File: config.mk
export PLATFORM = sky130hd
export DESIGN_NAME = decode_pipe_top
export DESIGN_NICKNAME = d
export VERILOG_FILES = /design/src/taurus_decode_pkg.sv /design/src/common_bypass_buffer.sv /design/src/decode_pipe_top.sv /design/src/decode_stage.sv /design/src/imm_gen_stage.sv /design/src/target_calc_stage.sv
export SDC_FILE = /design/constraint.sdc
export NUM_CORES = 1
export LEC_CHECK = 0
export BUFFER_PORTS_ARGS = -buffer_cell sky130_fd_sc_hd__buf_2
export CAP_MARGIN = 0
export CORE_MARGIN = 2
export CORE_UTILIZATION = 60
export DETAILED_ROUTE_END_ITERATION = 12
export PLACE_DENSITY = 0.81
export SETUP_SLACK_MARGIN = 0.5
export SYNTH_ARGS = -nofsm -noshare
export SYNTH_HDL_FRONTEND = slang
export SYNTH_SLANG_ARGS = --single-unit
File: constraint.sdc
create_clock -name clk -period 17.3 [get_ports clk]
set_clock_uncertainty 0.2 [all_clocks]
set_input_delay 0.865 -clock clk [delete_from_list [all_inputs] [get_ports clk]]
set_output_delay 0.865 -clock clk [all_outputs]
set_load 0.005 [all_outputs]
File: src/taurus_decode_pkg.sv
`default_nettype none

package taurus_decode_pkg;

    // Data and address width
    localparam int xlen = 64;

    // Instruction formats seen by the front end
    typedef enum logic [2:0] {
        fmt_r       = 3'd0,
        fmt_i       = 3'd1,
        fmt_s       = 3'd2,
        fmt_b       = 3'd3,
        fmt_u       = 3'd4,
        fmt_j       = 3'd5,
        fmt_illegal = 3'd6
    } inst_fmt_e;

    // RV64I major opcodes, inst[6:0]
    localparam logic [6:0] op_lui       = 7'b0110111;
    localparam logic [6:0] op_auipc     = 7'b0010111;
    localparam logic [6:0] op_jal       = 7'b1101111;
    localparam logic [6:0] op_jalr      = 7'b1100111;
    localparam logic [6:0] op_branch    = 7'b1100011;
    localparam logic [6:0] op_load      = 7'b0000011;
    localparam logic [6:0] op_store     = 7'b0100011;
    localparam logic [6:0] op_op_imm    = 7'b0010011;
    localparam logic [6:0] op_op        = 7'b0110011;
    localparam logic [6:0] op_op_imm_32 = 7'b0011011;
    localparam logic [6:0] op_op_32     = 7'b0111011;
    localparam logic [6:0] op_system    = 7'b1110011;

    // Decode to immediate stage, 104 bits
    typedef struct packed {
        logic [xlen-1:0] pc;
        logic [31:0]     inst;
        inst_fmt_e       fmt;
        logic [4:0]      rd;
    } decoded_t;

    // Immediate to target stage, 143 bits
    typedef struct packed {
        logic [xlen-1:0] pc;
        logic [6:0]      opcode;
        inst_fmt_e       fmt;
        logic [4:0]      rd;
        logic [xlen-1:0] imm;
    } immed_t;

endpackage

`default_nettype wire

File: src/common_bypass_buffer.sv
`timescale 1ns/1ps
`default_nettype none

module common_bypass_buffer #(
    parameter type payload_t = logic
) (
    input  wire      clk,
    input  wire      reset,

    input  wire      payload_t prev_data,
    input  wire      prev_valid,
    output logic     prev_ready,

    output payload_t next_data,
    output logic     next_valid,
    input  wire      next_ready
);

    payload_t buffer_q;
    logic     buffer_en;
    logic     valid_q;

    // Capture only when empty and the consumer is stalled
    assign buffer_en = !valid_q && prev_valid && !next_ready;

    always_ff @(posedge clk) begin
        if (buffer_en) begin
            buffer_q <= prev_data;
        end
    end

    // Flag holds until the consumer takes the stored entry
    always_ff @(posedge clk) begin
        if (reset) begin
            valid_q <= 1'b0;
        end else if (!valid_q) begin
            valid_q <= prev_valid && !next_ready;
        end else begin
            valid_q <= !next_ready;
        end
    end

    // Ready comes from the flag only, so no combinational ready path
    assign prev_ready = !valid_q;

    assign next_data  = valid_q ? buffer_q : prev_data;
    assign next_valid = valid_q || prev_valid;

    // Offered entry must hold until the consumer takes it
    assert property (@(posedge clk) disable iff (reset)
        next_valid && !next_ready |=> next_valid && $stable(next_data));

    // While full, upstream keeps its pending item until the flag clears
    assert property (@(posedge clk) disable iff (reset)
        valid_q && prev_valid |=> prev_valid && $stable(prev_data));

endmodule

`default_nettype wire

File: src/decode_pipe_top.sv
`timescale 1ns/1ps
`default_nettype none

module decode_pipe_top
    import taurus_decode_pkg::*;
(
    input  wire             clk,
    input  wire             reset,

    input  wire             in_valid,
    output logic            in_ready,
    input  wire [xlen-1:0]  in_pc,
    input  wire [31:0]      in_inst,

    output logic            out_valid,
    input  wire             out_ready,
    output logic [xlen-1:0] out_pc,
    output inst_fmt_e       out_fmt,
    output logic [4:0]      out_rd,
    output logic [xlen-1:0] out_imm,
    output logic [xlen-1:0] out_target
);

    // Decode to buffer_a to immediate stage
    decoded_t dec_data, imm_in_data;
    logic     dec_valid, dec_ready;
    logic     imm_in_valid, imm_in_ready;

    // Immediate stage to buffer_b to target stage
    immed_t   imm_data, tgt_in_data;
    logic     imm_valid, imm_ready;
    logic     tgt_in_valid, tgt_in_ready;

    decode_stage u_decode (
        .clk       (clk),
        .reset     (reset),
        .in_valid  (in_valid),
        .in_ready  (in_ready),
        .in_pc     (in_pc),
        .in_inst   (in_inst),
        .out_valid (dec_valid),
        .out_data  (dec_data),
        .out_ready (dec_ready)
    );

    common_bypass_buffer #(
        .payload_t (decoded_t)
    ) buffer_a (
        .clk        (clk),
        .reset      (reset),
        .prev_data  (dec_data),
        .prev_valid (dec_valid),
        .prev_ready (dec_ready),
        .next_data  (imm_in_data),
        .next_valid (imm_in_valid),
        .next_ready (imm_in_ready)
    );

    imm_gen_stage u_imm_gen (
        .clk       (clk),
        .reset     (reset),
        .in_valid  (imm_in_valid),
        .in_ready  (imm_in_ready),
        .in_data   (imm_in_data),
        .out_valid (imm_valid),
        .out_data  (imm_data),
        .out_ready (imm_ready)
    );

    common_bypass_buffer #(
        .payload_t (immed_t)
    ) buffer_b (
        .clk        (clk),
        .reset      (reset),
        .prev_data  (imm_data),
        .prev_valid (imm_valid),
        .prev_ready (imm_ready),
        .next_data  (tgt_in_data),
        .next_valid (tgt_in_valid),
        .next_ready (tgt_in_ready)
    );

    target_calc_stage u_target_calc (
        .clk        (clk),
        .reset      (reset),
        .in_valid   (tgt_in_valid),
        .in_ready   (tgt_in_ready),
        .in_data    (tgt_in_data),
        .out_valid  (out_valid),
        .out_pc     (out_pc),
        .out_fmt    (out_fmt),
        .out_rd     (out_rd),
        .out_imm    (out_imm),
        .out_target (out_target),
        .out_ready  (out_ready)
    );

endmodule

`default_nettype wire

File: src/decode_stage.sv
`timescale 1ns/1ps
`default_nettype none

module decode_stage
    import taurus_decode_pkg::*;
(
    input  wire             clk,
    input  wire             reset,

    input  wire             in_valid,
    output logic            in_ready,
    input  wire [xlen-1:0]  in_pc,
    input  wire [31:0]      in_inst,

    output logic            out_valid,
    output decoded_t        out_data,
    input  wire             out_ready
);

    inst_fmt_e  fmt_d;
    logic [4:0] rd_d;
    logic [6:0] opcode;

    assign opcode = in_inst[6:0];

    // Opcode to format
    always_comb begin
        case (opcode)
            op_op, op_op_32:                 fmt_d = fmt_r;
            op_op_imm, op_op_imm_32, op_load,
            op_jalr, op_system:              fmt_d = fmt_i;
            op_store:                        fmt_d = fmt_s;
            op_branch:                       fmt_d = fmt_b;
            op_lui, op_auipc:                fmt_d = fmt_u;
            op_jal:                          fmt_d = fmt_j;
            default:                         fmt_d = fmt_illegal;
        endcase
        // Compressed encodings are not supported here
        if (in_inst[1:0] != 2'b11) begin
            fmt_d = fmt_illegal;
        end
    end

    // S and B reuse the rd field for immediate bits
    assign rd_d = (fmt_d == fmt_s || fmt_d == fmt_b) ? 5'd0 : in_inst[11:7];

    assign in_ready = !out_valid || out_ready;

    always_ff @(posedge clk) begin
        if (reset) begin
            out_valid <= 1'b0;
        end else if (in_ready) begin
            out_valid <= in_valid;
        end
    end

    always_ff @(posedge clk) begin
        if (in_valid && in_ready) begin
            out_data.pc   <= in_pc;
            out_data.inst <= in_inst;
            out_data.fmt  <= fmt_d;
            out_data.rd   <= rd_d;
        end
    end

    // Offered record, format included, carries no unknown bits
    assert property (@(posedge clk) disable iff (reset)
        out_valid |-> !$isunknown(out_data));

endmodule

`default_nettype wire

File: src/imm_gen_stage.sv
`timescale 1ns/1ps
`default_nettype none

module imm_gen_stage
    import taurus_decode_pkg::*;
(
    input  wire            clk,
    input  wire            reset,

    input  wire            in_valid,
    output logic           in_ready,
    input  wire decoded_t  in_data,

    output logic           out_valid,
    output immed_t         out_data,
    input  wire            out_ready
);

    logic [31:0]     inst;
    logic [xlen-1:0] imm_d;

    assign inst = in_data.inst;

    // Standard RISC-V immediate layouts, all sign-extended from inst[31]
    always_comb begin
        case (in_data.fmt)
            fmt_i:   imm_d = {{(xlen-12){inst[31]}}, inst[31:20]};
            fmt_s:   imm_d = {{(xlen-12){inst[31]}}, inst[31:25], inst[11:7]};
            fmt_b:   imm_d = {{(xlen-13){inst[31]}}, inst[31], inst[7],
                              inst[30:25], inst[11:8], 1'b0};
            fmt_u:   imm_d = {{(xlen-32){inst[31]}}, inst[31:12], 12'd0};
            fmt_j:   imm_d = {{(xlen-21){inst[31]}}, inst[31], inst[19:12],
                              inst[20], inst[30:21], 1'b0};
            // R and illegal carry no immediate
            default: imm_d = '0;
        endcase
    end

    assign in_ready = !out_valid || out_ready;

    always_ff @(posedge clk) begin
        if (reset) begin
            out_valid <= 1'b0;
        end else if (in_ready) begin
            out_valid <= in_valid;
        end
    end

    always_ff @(posedge clk) begin
        if (in_valid && in_ready) begin
            out_data.pc     <= in_data.pc;
            out_data.opcode <= inst[6:0];
            out_data.fmt    <= in_data.fmt;
            out_data.rd     <= in_data.rd;
            out_data.imm    <= imm_d;
        end
    end

    // Held item stays put until the buffer downstream takes it
    assert property (@(posedge clk) disable iff (reset)
        out_valid && !out_ready |=> out_valid && $stable(out_data));

endmodule

`default_nettype wire

File: src/target_calc_stage.sv
`timescale 1ns/1ps
`default_nettype none

module target_calc_stage
    import taurus_decode_pkg::*;
(
    input  wire             clk,
    input  wire             reset,

    input  wire             in_valid,
    output logic            in_ready,
    input  wire immed_t     in_data,

    output logic            out_valid,
    output logic [xlen-1:0] out_pc,
    output inst_fmt_e       out_fmt,
    output logic [4:0]      out_rd,
    output logic [xlen-1:0] out_imm,
    output logic [xlen-1:0] out_target,
    input  wire             out_ready
);

    logic [xlen-1:0] target_d;

    // jalr falls into the link address case, rs1 is not available here
    always_comb begin
        case (in_data.opcode)
            op_branch, op_jal, op_auipc: target_d = in_data.pc + in_data.imm;
            op_lui:                      target_d = in_data.imm;
            default:                     target_d = in_data.pc + xlen'(4);
        endcase
    end

    assign in_ready = !out_valid || out_ready;

    always_ff @(posedge clk) begin
        if (reset) begin
            out_valid <= 1'b0;
        end else if (in_ready) begin
            out_valid <= in_valid;
        end
    end

    always_ff @(posedge clk) begin
        if (in_valid && in_ready) begin
            out_pc     <= in_data.pc;
            out_fmt    <= in_data.fmt;
            out_rd     <= in_data.rd;
            out_imm    <= in_data.imm;
            out_target <= target_d;
        end
    end

    assert property (@(posedge clk) disable iff (reset)
        out_valid && !out_ready |=> out_valid && $stable(out_pc) && $stable(out_fmt)
            && $stable(out_rd) && $stable(out_imm) && $stable(out_target));

endmodule

`default_nettype wire

# After elaboration in Yosys (flattened, before gate mapping)
# Index checks and enable logic that the tools add are counted.
# word_totals
inputBits	100
output_inout_bits	202
ff_bits	699
# op_classes
n_reduce_logical	26
eq_ne	24
add_sub_neg	2
muxes	8
# ops
op	count
64-bit case mux with 5 select lines	1
143-bit two-way mux	1
64-bit case mux with 2 select lines	1
104-bit two-way mux	1
64-bit by 3-bit adder with 64-bit output (second input constant)	1
64-bit adder	1
7-bit == test (second input constant)	6
7-bit by 6-bit == test with 1-bit output (second input constant)	5
7-bit by 5-bit == test with 1-bit output (second input constant)	4
3-bit case mux with 6 select lines	1
3-bit by 2-bit == test with 1-bit output (second input constant)	4
1-bit logical AND	9
7-bit by 2-bit == test with 1-bit output (second input constant)	1
1-bit logical NOT	7
3-bit == test (second input constant)	2
1-bit logical OR	6
5-bit OR reduction	1
2-bit OR reduction	2
3-bit by 1-bit == test with 1-bit output (second input constant)	1
3-bit two-way mux	1
3-bit OR reduction	1
1-bit two-way mux	2
2-bit != test (second input constant)	1

# Logic depth before layout (Yosys ltp)
# depth
depth_word	6
depth_mapped	21

# Modules after synthesis
# A second synthesis with hierarchy kept.
# hier_totals
hier_cells	2045
hier_area_um2	30381.6
# by_module_without_submodules
module	cells_per_inst	area_each_um2	n_inst
target_calc_stage	1178	12346.8	1
common_bypass_buffer (buffer_b)	307	6154.7	1
common_bypass_buffer (buffer_a)	225	4535.6	1
imm_gen_stage	202	4015.1	1
decode_stage	133	3329.4	1

# Worst setup path after synthesis
# Ideal clock, no wire load.
# synth_timing
path_kind	register -> register
start	register buffer_b.valid_q
end	register buffer_b.buffer_q[0] (netlist bit), enable pin
path_stages_with_launch	10
path_slack_ps	6610
n_path_buf	8
synth_period_minus_slack_ps	10690
arrival_ps	9750
setup_ps	740
cell_sequence	dfxtp_1 buf_6 buf_6 buf_4 buf_2 buf_2 buf_2 buf_2 buf_2 nor3b_1
# synth_via
elab_chain_cells	3
# synth_rtl
element	line_no	source
start: declaration	common_bypass_buffer.sv:21	logic valid_q;
start signal: assignment	common_bypass_buffer.sv:37	valid_q <= prev_valid && !next_ready;
start signal: assignment	common_bypass_buffer.sv:39	valid_q <= !next_ready;
1-bit logical NOT	--	
1-bit logical AND (2 in a row)	common_bypass_buffer.sv:24	assign buffer_en = !valid_q && prev_valid && !next_ready;
net buffer_b.buffer_en	common_bypass_buffer.sv:20	logic buffer_en;
end signal: assignment	common_bypass_buffer.sv:28	buffer_q <= prev_data;
end: declaration	common_bypass_buffer.sv:19	payload_t buffer_q;
# The timed path passes the listed nets, and every way through them passes these cells.
# A chain may end at the register's enable or synchronous reset.

==> results.json <==
{
  "post_cts_buffers": 0,
  "cts_tree": "yes",
  "slew_viol_final": 0,
  "final_util_pct": 69.2,
  "reg2reg_to": "u_target_calc.out_target[63]",
  "synth-edff-count": 598,
  "worstPathCellList": "buf_4 -> mux2i_1 -> inv_1 -> ha_1 -> a21oi_1 -> a31oi_1 -> o2111ai_1 -> a31oi_2 -> a211oi_2 -> o21ai_1 -> xnor2_1 -> o21a_1 -> a21o_1",
  "grt_usage_pct": 29.5,
  "insertion_delay_ns": 0.63,
  "critPathKind": "reg -> reg",
  "fmax_mhz": 179,
  "synth.most_common_cell": "edfxtp_1",
  "grt_max_degree": 84,
  "synth-async-reset-ratio_pct": 0,
  "numCtsBuffers": 57,
  "synth_area_leaders": "edfxtp_1 (65%), mux2_2 (6.0%), ha_1 (2.9%), mux2i_1 (2.2%), nand2_1 (2.0%)",
  "synth_warnings": 0,
  "rr_startpoint": "buffer_b.valid_q",
  "h-tree-depth": 2,
  "max-clock-path-buffers": 3,
  "synth.distinct_cells": 80,
  "hold_path_end": "u_decode.out_data[29]",
  "antenna_found_initial": 2,
  "leakage_nw": 11.2,
  "finalNetCount": 2424,
  "post_drt_wl_per_cell_um": 24.4,
  "synthDominantCellAreaShare_pct": 64.6,
  "die_h_um": 219,
  "dp_hpwl_um": 51400,
  "p_per_area_mw_per_mm2": 101,
  "cp.required_ns": 17.46,
  "hold_buffers": 0,
  "synth-main-ff-cell": "edfxtp_1",
  "setup_viol": 0,
  "wirelength_um": 70900,
  "fp-row-count": 78,
  "yosysTopAreaCell": "edfxtp_1",
  "worst-path-buf-inv": 2,
  "path_max_fanout": 55,
  "arrival_ns": 5.75,
  "die_area_mm2": 0.0481,
  "grt_pass1_wl_um": 105000,
  "grt_overflow": 0,
  "slowest_delay_ns": 0.76,
  "path_clk_slew_ns": 0.07,
  "core_mm2": 0.0456,
  "fin_crit_ns": 5.59,
  "rsz0062_at_grt": "false",
  "syn2layout_area_growth_pct": 13.4,
  "cts_num_sinks": 603,
  "synthTopCellsByCount": "edfxtp_1 (598), nand2_1 (149), mux2_2 (148)",
  "worst-slew-pin-transition_ns": 1.15,
  "crit_family": "compound AO/OA/AOI/OAI gates",
  "drt_iter0_markers": 1988,
  "max-cap-violations": 0,
  "ff2ff_path_depth": 13,
  "fin_setup_tns_ns": 0,
  "drive_above_1_share_pct": 25.2,
  "synth.avg_cell_area_um2": 14.0,
  "final.period_utilization_pct": 32.3,
  "cp-start-kind": "flop",
  "num_io_pins": 302,
  "route.detailed.drc": 0,
  "finalHoldViolCount": 0,
  "synth_seq_cells": 603,
  "slowest_stage": "a211oi_2",
  "end_kind": "flop",
  "max-vdd-ir-drop_uv": 100,
  "cts_root_buffer": "clkbuf_16",
  "grt_pass1_vias": 17100,
  "r2r_setup_slack_ns": 11.72,
  "gp_congestion": 0.973,
  "dieWidth_um": 219,
  "syn-num-nets": 2158,
  "numPortBuffers": 301,
  "whs_path_depth": 1,
  "ant_nets": 0,
  "start_util_pct": 61.0,
  "syn_area_mm2": 0.0278,
  "hold_class": "in -> reg",
  "slew_headroom_pct": 23.0,
  "via_per_inst": 6.18,
  "routed-via-count": 18000,
  "synthCells": 1993,
  "status": "finished, final reports clean",
  "synth-seq-area-share_pct": 64.9,
  "min-delay-start": "in_inst[21]",
  "dr.pass1.iters": 6,
  "cts_resized": 0
}
[report_power, final]
part | switching (W) | total [W] | internal [W]
Sequential | 0.0000216 | 0.00167 | 0.00165
Clock | 0.000542 | 0.00125 | 0.000710
Combinational | 0.000166 | 0.000264 | 0.0000987
[kinds of logic after synthesis]
group / synth area share (%)
mux: 8.15
fa+ha+maj: 2.95
xor+xnor: 3.40
buf+inv: 2.88
simple gates: 8.22
compound gates: 9.46
flops: 64.9
[worst register-to-register path, stage by stage (launching register included)]
cell,delay [ns]
dfxtp_4,0.62
buf_4,0.71
mux2i_1,0.55
inv_1,0.19
ha_1,0.39
a21oi_1,0.23
a31oi_1,0.19
o2111ai_1,0.36
a31oi_2,0.22
a211oi_2,0.76
o21ai_1,0.30
xnor2_1,0.22
o21a_1,0.21
a21o_1,0.19
[how the worst max path moves through the flow]
stage	start	endpoint	slack, ns	cells past startpoint
floorplan	buffer_b.valid_q	buffer_b.buffer_q[0]	6.61	9
global placement	buffer_b.valid_q	u_target_calc.out_target[62]	12.02	14
detailed placement	buffer_b.valid_q	u_target_calc.out_target[63]	11.85	13
CTS	buffer_b.valid_q	u_target_calc.out_target[63]	11.86	13
global route	buffer_b.valid_q	u_target_calc.out_target[59]	11.45	13
finish	buffer_b.valid_q	u_target_calc.out_target[63]	11.72	13
[registers in the layout, indices dropped and copies added, names as in the netlist, 5 cells and up]
register / flops
buffer_a.buffer_q: 104
u_imm_gen.out_data: 111
u_target_calc.out_pc: 64
u_decode.out_data: 104
buffer_b.buffer_q: 111
u_target_calc.out_target: 64
u_target_calc.out_rd: 5
u_target_calc.out_imm: 32
[layout by cell type (no fill, tap or decap), types with 41 or more instances in the layout]
master     count
edfxtp_1     598
xnor2_1       62
inv_1         52
mux2_2       148
nor2_1        73
nand3_1       51
xor2_1        46
ha_1          64
nand2_1      149
buf_2        301
a21oi_1      109
o221ai_1      41
mux2i_1       60
clkbuf_16     58
o21ai_0       80
[metrics by stage]
stage                     cells  power (W)  hold slack [ns]  cell area [µm²]  setup slack [ns]
final                      2907    0.00319            0.208            31500             11.72
after global routing       2907    0.00328            0.198            31500             11.45
after CTS                  2906    0.00320            0.187            31500             11.86
after detailed placement   2800    0.00196            0.230            29700             11.85
after global placement     2800    0.00196            0.224            29700             12.02
after floorplan            1993    0.00187            0.218            27800              6.61
[area by class of cell]
cell class	instances	area, µm²
antenna	1	2.50
clock buffer	76	1560
clock inverter	30	309
fill	3023	14000
inverter	52	195
multi-input combinational	1224	8990
sequential	603	18100
tap	600	751
timing repair buffer	321	1660
[layer usage]
| metal | up-vias | GRT usage, % | routed length [µm] |
|---|---|---|---|
| met1 | 8847 | 46.9 | 32400 |
| met3 | 89 | 3.85 | 5620 |
| li1 | 8143 | - | - |
| met4 | 0 | 7.64 | 1550 |
| met5 | - | 0 | 0 |
| met2 | 878 | 43.1 | 31400 |
No activity file was read; power rests on OpenSTA's default activity.
